<file path="config.mk">
export PLATFORM = sky130hd
export DESIGN_NAME = floor_request_controller
export DESIGN_NICKNAME = d
export VERILOG_FILES = /design/src/verilog/floor_pkg.sv /design/src/verilog/car_pkg.sv /design/src/verilog/car_dispatcher.sv /design/src/verilog/floor_request_controller.sv /design/src/verilog/request_latch.sv
export VERILOG_INCLUDE_DIRS = /design/src /design/src/verilog
export SDC_FILE = /design/constraint.sdc
export NUM_CORES = 1
export LEC_CHECK = 0
export ABC_AREA = 1
export ABC_CLOCK_PERIOD_IN_PS = 2250
export BUFFER_PORTS_ARGS = -buffer_cell sky130_fd_sc_hd__buf_2
export CORE_ASPECT_RATIO = 1.75
export CORE_UTILIZATION = 51
export CTS_CLUSTER_DIAMETER = 40
export DETAILED_ROUTE_END_ITERATION = 6
export GPL_TIMING_DRIVEN = 0
export PLACE_DENSITY = 0.91
export SETUP_SLACK_MARGIN = 0.3
export SLEW_MARGIN = 30
export SYNTH_ARGS = -nofsm -noshare
export SYNTH_HDL_FRONTEND = slang
export SYNTH_SLANG_ARGS = --single-unit
</file>
<file path="constraint.sdc">
create_clock -name clock -period 2.25 [get_ports clock]
set_input_delay 0.3375 -clock clock [delete_from_list [all_inputs] [get_ports clock]]
set_output_delay 0.3375 -clock clock [all_outputs]
set_load 0.02 [all_outputs]
</file>
<file path="src/verilog/elevator_macros.svh">
/*
 * Elevator sizing constants
 * Floor count, floor index width and the end floors of the shaft
 */

`ifndef ELEVATOR_MACROS_SVH
`define ELEVATOR_MACROS_SVH

// Eleven landings, floor 1 is index 0
`define NUM_FLOORS 11

// Bits needed for a floor index
`define FLOOR_W 4

// End floors of the shaft
`define BOTTOM_FLOOR 0
`define TOP_FLOOR 10

`endif

</file>
<file path="src/verilog/floor_pkg.sv">
/*
 * Floor types
 * Floor index, per-floor request mask and travel direction
 */

`include "elevator_macros.svh"

package floor_pkg;

    //////////////////////////////
    // Floor addressing
    //////////////////////////////

    // Index 0 is floor 1, index 10 is floor 11
    typedef logic [`FLOOR_W-1:0] floor_t;

    // One bit per landing
    typedef logic [`NUM_FLOORS-1:0] floor_mask_t;

    //////////////////////////////
    // Travel direction
    //////////////////////////////

    // Two-state direction machine, 1 means up
    typedef enum logic {
        DIR_DOWN = 1'b0,
        DIR_UP   = 1'b1
    } direction_t;

endpackage

</file>
<file path="src/verilog/car_pkg.sv">
/*
 * Car interface structs
 * Status from the car, command to the car, door permits and panel controls
 */

package car_pkg;

    import floor_pkg::*;

    // Reported by the car motion logic
    typedef struct packed {
        floor_t current_floor;
        logic   moving;
    } car_status_t;

    // Sent to the car motion logic
    typedef struct packed {
        floor_t     target_floor;
        direction_t direction;
        logic       activate;
    } car_command_t;

    // Door requests granted while the car is stopped
    typedef struct packed {
        logic open_allowed;
        logic close_allowed;
    } door_permit_t;

    // Switches and buttons on the cab panel
    typedef struct packed {
        logic power_on;
        logic emergency;
        logic door_open_btn;
        logic door_close_btn;
    } panel_ctrl_t;

endpackage

</file>
<file path="src/verilog/car_dispatcher.sv">
/*
 * Car dispatcher
 * SCAN target choice over the merged request lights, direction machine,
 * activate strobe, arrival clear and door permits
 */

`timescale 1ns/1ps

`include "elevator_macros.svh"

module car_dispatcher
    import floor_pkg::*;
    import car_pkg::*;
(
    input  logic         clock,
    input  logic         reset_n,
    input  floor_mask_t  hall_lights,
    input  floor_mask_t  cab_lights,
    input  car_status_t  car_status,
    input  panel_ctrl_t  panel,
    output floor_mask_t  service_clear,
    output car_command_t command,
    output door_permit_t doors
);

    floor_mask_t requests;
    floor_t      current_floor;
    logic        moving;
    logic        stopped_powered;
    logic        any_above;
    logic        any_below;
    direction_t  dir_state;
    direction_t  next_dir;
    floor_t      target_q;
    floor_t      next_target;
    logic        activate_q;
    logic        next_activate;

    // Hall and cab calls are served alike
    assign requests      = hall_lights | cab_lights;
    assign current_floor = car_status.current_floor;
    assign moving        = car_status.moving;

    // Car parked with power applied
    assign stopped_powered = !moving && panel.power_on;

    //////////////////////////////
    // Requests around the car
    //////////////////////////////

    always_comb begin : scan_ahead
        any_above = 1'b0;
        any_below = 1'b0;
        for (int i = `BOTTOM_FLOOR; i <= `TOP_FLOOR; i++) begin
            if (requests[i] && floor_t'(i) > current_floor) begin
                any_above = 1'b1;
            end
            if (requests[i] && floor_t'(i) < current_floor) begin
                any_below = 1'b1;
            end
        end
    end

    //////////////////////////////
    // Direction FSM
    //////////////////////////////

    // Reverse only once nothing is left ahead and something waits behind
    always_comb begin : direction_next
        next_dir = dir_state;
        case (dir_state)
            DIR_UP: begin
                if (!any_above && any_below) begin
                    next_dir = DIR_DOWN;
                end
            end
            DIR_DOWN: begin
                if (!any_below && any_above) begin
                    next_dir = DIR_UP;
                end
            end
            default: next_dir = DIR_UP;
        endcase
    end

    //////////////////////////////
    // SCAN target choice
    //////////////////////////////

    // Nearest requested floor in the travel direction, else stay put
    always_comb begin : target_scan
        next_target = current_floor;
        if (next_dir == DIR_UP) begin
            // Walk downward so the lowest floor above the car is kept
            for (int i = `TOP_FLOOR; i >= `BOTTOM_FLOOR; i--) begin
                if (requests[i] && floor_t'(i) > current_floor) begin
                    next_target = floor_t'(i);
                end
            end
        end else begin
            // Walk upward so the highest floor below the car is kept
            for (int i = `BOTTOM_FLOOR; i <= `TOP_FLOOR; i++) begin
                if (requests[i] && floor_t'(i) < current_floor) begin
                    next_target = floor_t'(i);
                end
            end
        end
    end

    assign next_activate = panel.power_on && !panel.emergency && !moving &&
                           (next_target != current_floor);

    //////////////////////////////
    // Arrival clear
    //////////////////////////////

    // One-hot of the parked floor, an out-of-range index clears nothing
    always_comb begin : arrival_clear
        service_clear = '0;
        if (stopped_powered) begin
            for (int i = 0; i < `NUM_FLOORS; i++) begin
                service_clear[i] = (floor_t'(i) == current_floor);
            end
        end
    end

    //////////////////////////////
    // Output registers
    //////////////////////////////

    always_ff @(posedge clock or negedge reset_n) begin
        if (!reset_n) begin
            dir_state  <= DIR_UP;
            target_q   <= floor_t'(`BOTTOM_FLOOR);
            activate_q <= 1'b0;
            doors      <= '0;
        end else begin
            // Target and direction are frozen while the car travels
            if (!moving) begin
                dir_state <= next_dir;
                target_q  <= next_target;
            end
            activate_q          <= next_activate;
            doors.open_allowed  <= stopped_powered && panel.door_open_btn;
            doors.close_allowed <= stopped_powered && panel.door_close_btn;
        end
    end

    assign command.target_floor = target_q;
    assign command.direction    = dir_state;
    assign command.activate     = activate_q;

endmodule

</file>
<file path="src/verilog/floor_request_controller.sv">
/*
 * Floor request controller
 * Hall and cab request latches feeding one SCAN dispatcher
 */

`timescale 1ns/1ps

module floor_request_controller
    import floor_pkg::*;
    import car_pkg::*;
(
    input  logic         clock,
    input  logic         reset_n,
    input  floor_mask_t  hall_calls,
    input  floor_mask_t  cab_calls,
    input  car_status_t  car_status,
    input  panel_ctrl_t  panel,
    output floor_mask_t  hall_lights,
    output floor_mask_t  cab_lights,
    output car_command_t command,
    output door_permit_t doors
);

    // Arrival clear shared by both banks
    floor_mask_t service_clear;

    //////////////////////////////
    // Request banks
    //////////////////////////////

    // Landing call buttons
    request_latch hall_latch (
        .clock         (clock),
        .reset_n       (reset_n),
        .buttons       (hall_calls),
        .current_floor (car_status.current_floor),
        .panel         (panel),
        .service_clear (service_clear),
        .lights        (hall_lights)
    );

    // Destination buttons inside the cab
    request_latch cab_latch (
        .clock         (clock),
        .reset_n       (reset_n),
        .buttons       (cab_calls),
        .current_floor (car_status.current_floor),
        .panel         (panel),
        .service_clear (service_clear),
        .lights        (cab_lights)
    );

    //////////////////////////////
    // Dispatcher
    //////////////////////////////

    car_dispatcher dispatcher (
        .clock         (clock),
        .reset_n       (reset_n),
        .hall_lights   (hall_lights),
        .cab_lights    (cab_lights),
        .car_status    (car_status),
        .panel         (panel),
        .service_clear (service_clear),
        .command       (command),
        .doors         (doors)
    );

endmodule

</file>
<file path="src/verilog/request_latch.sv">
/*
 * Request latch for one bank of floor buttons
 * Turns button presses into request lights and clears them on arrival
 */

`timescale 1ns/1ps

`include "elevator_macros.svh"

module request_latch
    import floor_pkg::*;
    import car_pkg::*;
(
    input  logic        clock,
    input  logic        reset_n,
    input  floor_mask_t buttons,
    input  floor_t      current_floor,
    input  panel_ctrl_t panel,
    input  floor_mask_t service_clear,
    output floor_mask_t lights
);

    floor_mask_t accept;
    logic        panel_live;

    //////////////////////////////
    // Press qualification
    //////////////////////////////

    // Buttons are dead with power off or during an emergency stop
    assign panel_live = panel.power_on && !panel.emergency;

    // A press at the floor the car is on means nothing
    always_comb begin : press_accept
        accept = '0;
        if (panel_live) begin
            for (int i = 0; i < `NUM_FLOORS; i++) begin
                accept[i] = buttons[i] && (floor_t'(i) != current_floor);
            end
        end
    end

    //////////////////////////////
    // Light registers
    //////////////////////////////

    // Clear has priority over a new press on the same floor
    always_ff @(posedge clock or negedge reset_n) begin
        if (!reset_n) begin
            lights <= '0;
        end else begin
            lights <= (lights | accept) & ~service_clear;
        end
    end

endmodule
</file>
==> summary.txt <==
Logic synthesis
  – Netlist cell types: 27
  – Top_reg_cell synth: dfrtp_1
  – Mapped Nets: 337
  – Yosys reg bits: 30
  – Synth area leaders: dfrtp_1 (36%), nand2_1 (16%), nand3_1 (8.6%)
  – Sequential share of the synthesized area: 36.89%
  – Cell taking the most area after synthesis: dfrtp_1
  – Mean area per synthesized cell: 6.705 um2
  – Mapped cell area: 2038 um2
  – Ys Warns: 0
  – Post-synth EDFFs: 0
  – Most common cell in the netlist: nand2_1
  – Top cell type's share of synthesized area: 35.60%
  – Most frequent cells after synthesis: nand2_1 (85), nor2_1 (43), inv_1 (38)
  – Synth Instances: 304
  – Ys async rst share: 100.0%

Outcome
  – Outcome: finished clean

Timing
  – Relative slew slack: 55.15%
  – FMAX: 511.4 MHz
  – RSZ-0062 raised after global routing: true
  – Clock skew: 0.006731 ns
  – Final min period: 1.955 ns
  – Worst-Margin Slew: 0.6727 ns
  – Final hold vios: 0
  – Final slew viol count: 0
  – Finish-stage setup viols: 0
  – Period utilization: 86.91%
  – Hold Slack: 0.08194 ns
  – Setup TNS: 0 ns
  – Final worst slack: 0.2946 ns

Finish
  – Fin util: 68.41%
  – Share of layout cells above drive strength 1: 33.60%
  – # fillers: 318
  – Post-Layout Cell Count: 426
  – Final net count: 410
  – Finished Cell Area: 2645 um2
  – Synthesis-to-finish area growth: 29.77%
  – Antenna fix cells: 0

Global route
  – Vias in the first global route: 2,090
  – GRT Util Overall: 27.40%
  – Antenna violations before repair: 0
  – First-pass GRT wire length: 8894 um
  – Total gr overflow: 0
  – Pin count of the biggest net entering global routing: 31

Power and ir drop
  – NetSw: 0.5801 mW
  – Clock Power Share: 31.0%
  – P_int: 1.090 mW
  – PwrDens: 631.6 nW/um2
  – Switching part of the total: 34.73%
  – Total power: 1.671 mW
  – Leak Pwr: 1.379 nW
  – Peak supply drop: 0.4017 mV
  – Comb power frac: 30.8%
  – Seq pwr share: 38.2%

Worst setup path
  – Cell count of the worst reg-to-reg path: 16
  – Crit path kind: primary input to flip-flop
  – Critical path data arrival time: 2.14 ns
  – CP startpoint kind: primary input
  – Worst R2R Start: hall_latch.lights[8]
  – Setup crit end kind: flip-flop
  – R2R Setup Slk: 0.34 ns
  – Worst Path Max Fanout: 9
  – FF-to-FF End: dispatcher.activate_q
  – WP data required: 2.44 ns

Clock network
  – CTS sink count: 30
  – Total CTS buffers: 5
  – Clock Root Buffer: clkbuf_8
  – Hold buffers post-CTS: 0
  – H-Tree Depth: 2
  – Clock latency at the later pin of the worst-skew pair: 0.29 ns
  – CTS tree: done
  – CTS max path bufs: 2
  – CTS clk-pin slew, worst paths: 0.07 ns

Routing
  – Vias per cell: 5.385
  – Antenna viol nets, final: 0
  – Routed length per instance: 13.31 um
  – Final WL: 5672 um
  – Initial DRC count: 146
  – Drt pass-1 iters: 4
  – Detailed-route via count: 2,294
  – DRC: 0

Floorplanning
  – Io pins: 63
  – Die X: 49.79 um
  – Floorplan row count: 30
  – Die height: 85.63 um
  – Initial Util: 52.72%
  – Die area: 4264 um2
  – CORE AREA: 3866 um2

Place
  – Final HPWL DP: 4236 um
  – Pre-CTS setup slack: 0.006713 ns
  – Gpl congestion: 0.9810
  – # port buffers: 59
  – Placed Area: 2394 um2
  – Placed cells: 411

Hold path
  – Hold crit path type: primary input to asynchronous set/reset pin

Flow run
  – Max-cap violations: 0
[sequential cells by signal, summed over array words and instances (netlist names)]
register	count
dispatcher.dir_state	1
dispatcher.activate_q	1
dispatcher.doors	2
cab_latch.lights	11
dispatcher.target_q	4
hall_latch.lights	11
[metal layers]
metal	up-vias	part of all wire [%]	global-route usage, %
met5	-	0	0
met4	0	3.5	17.14
met3	22	5.2	3.901
met2	108	56	50.61
met1	1061	35	27.89
li1	1103	-	-
[layout by cell type, fill, tap and decap left out]
cell	instances
a21boi_0	1
a21o_1	1
a21oi_1	2
a21oi_2	1
a31oi_1	11
buf_2	58
buf_4	10
buf_6	1
clkbuf_1	4
clkbuf_4	3
clkbuf_8	8
dfrtp_1	29
dfstp_2	1
inv_1	34
inv_2	7
nand2_1	78
nand2_2	13
nand2_4	4
nand2_8	1
nand3_1	33
nand3_2	4
nand4_4	1
nor2_1	37
nor2_2	6
nor2_4	9
nor3_1	1
o211ai_1	1
o21ai_0	17
o21ai_1	1
or2_1	1
[cell type report]
type                    instances  area, um2  share of cell area [%]
plain buffers                  10      63.81                   2.412
inverters                      41      153.9                   5.818
multi-input cells             223       1155                   43.66
repair buffers                 66      350.3                   13.25
clock buffers                   8      110.1                   4.163
flip-flops and latches         30      752.0                   28.43
well taps                      48      60.06                   2.271
[worst max-delay path, stage by stage]
cell and delay (ns):
clkbuf_4 0.19, nand2_1 0.14, inv_1 0.10, nand2_1 0.13, nand3_1 0.14, nand2_1 0.11
nor2_4 0.15, nand3_2 0.10, nand2_4 0.12, nand2_8 0.09, buf_4 0.16, inv_2 0.04
nand2_1 0.07, nand3_1 0.08, nand2_1 0.05, nor2_1 0.09, nor2_1 0.04
[power by group through the flow]
| stage | clock [mW] | combinational [mW] | sequential (mW) |
|---|---|---|---|
| 6_report | 0.518 | 0.514 | 0.638 |
| 5_1_grt | 0.544 | 0.566 | 0.645 |
| 4_1_cts | 0.517 | 0.460 | 0.635 |
| 3_5_place_dp | 0 | 0.457 | 0.644 |
| 3_3_place_gp | 0 | 0.447 | 0.641 |
| 2_1_floorplan | 0 | 0.244 | 0.707 |
[cell families (layout without fill, tap and decap cells)]
family	Yosys count	in the layout	synth area share, %
AO/OA/AOI/OAI	35	35	9.638
flip-flops	30	30	36.89
AND/OR/NAND/NOR	188	188	43.03
buffers and inverters	51	125	10.44
[worst max path at each step]
stage	start	end	slack [ns]	depth (start not counted)
global placement	car_status[2]	dispatcher.activate_q	0.04	16
floorplan	car_status[1]	dispatcher.activate_q	0.35	17
global route	car_status[2]	dispatcher.activate_q	0.20	17
finish	car_status[2]	dispatcher.activate_q	0.29	17
CTS	hall_latch.lights[10]	dispatcher.activate_q	0.31	14
detailed placement	car_status[2]	dispatcher.activate_q	0.007	16
[what timing repair did]
item	CTS	global route
pin swaps	0	14
endpoints found under the setup margin	1	2
endpoints found under the hold margin	0	0
setup buffers	0	7
resized for setup	1	29
(Power assumes the default switching activity.)
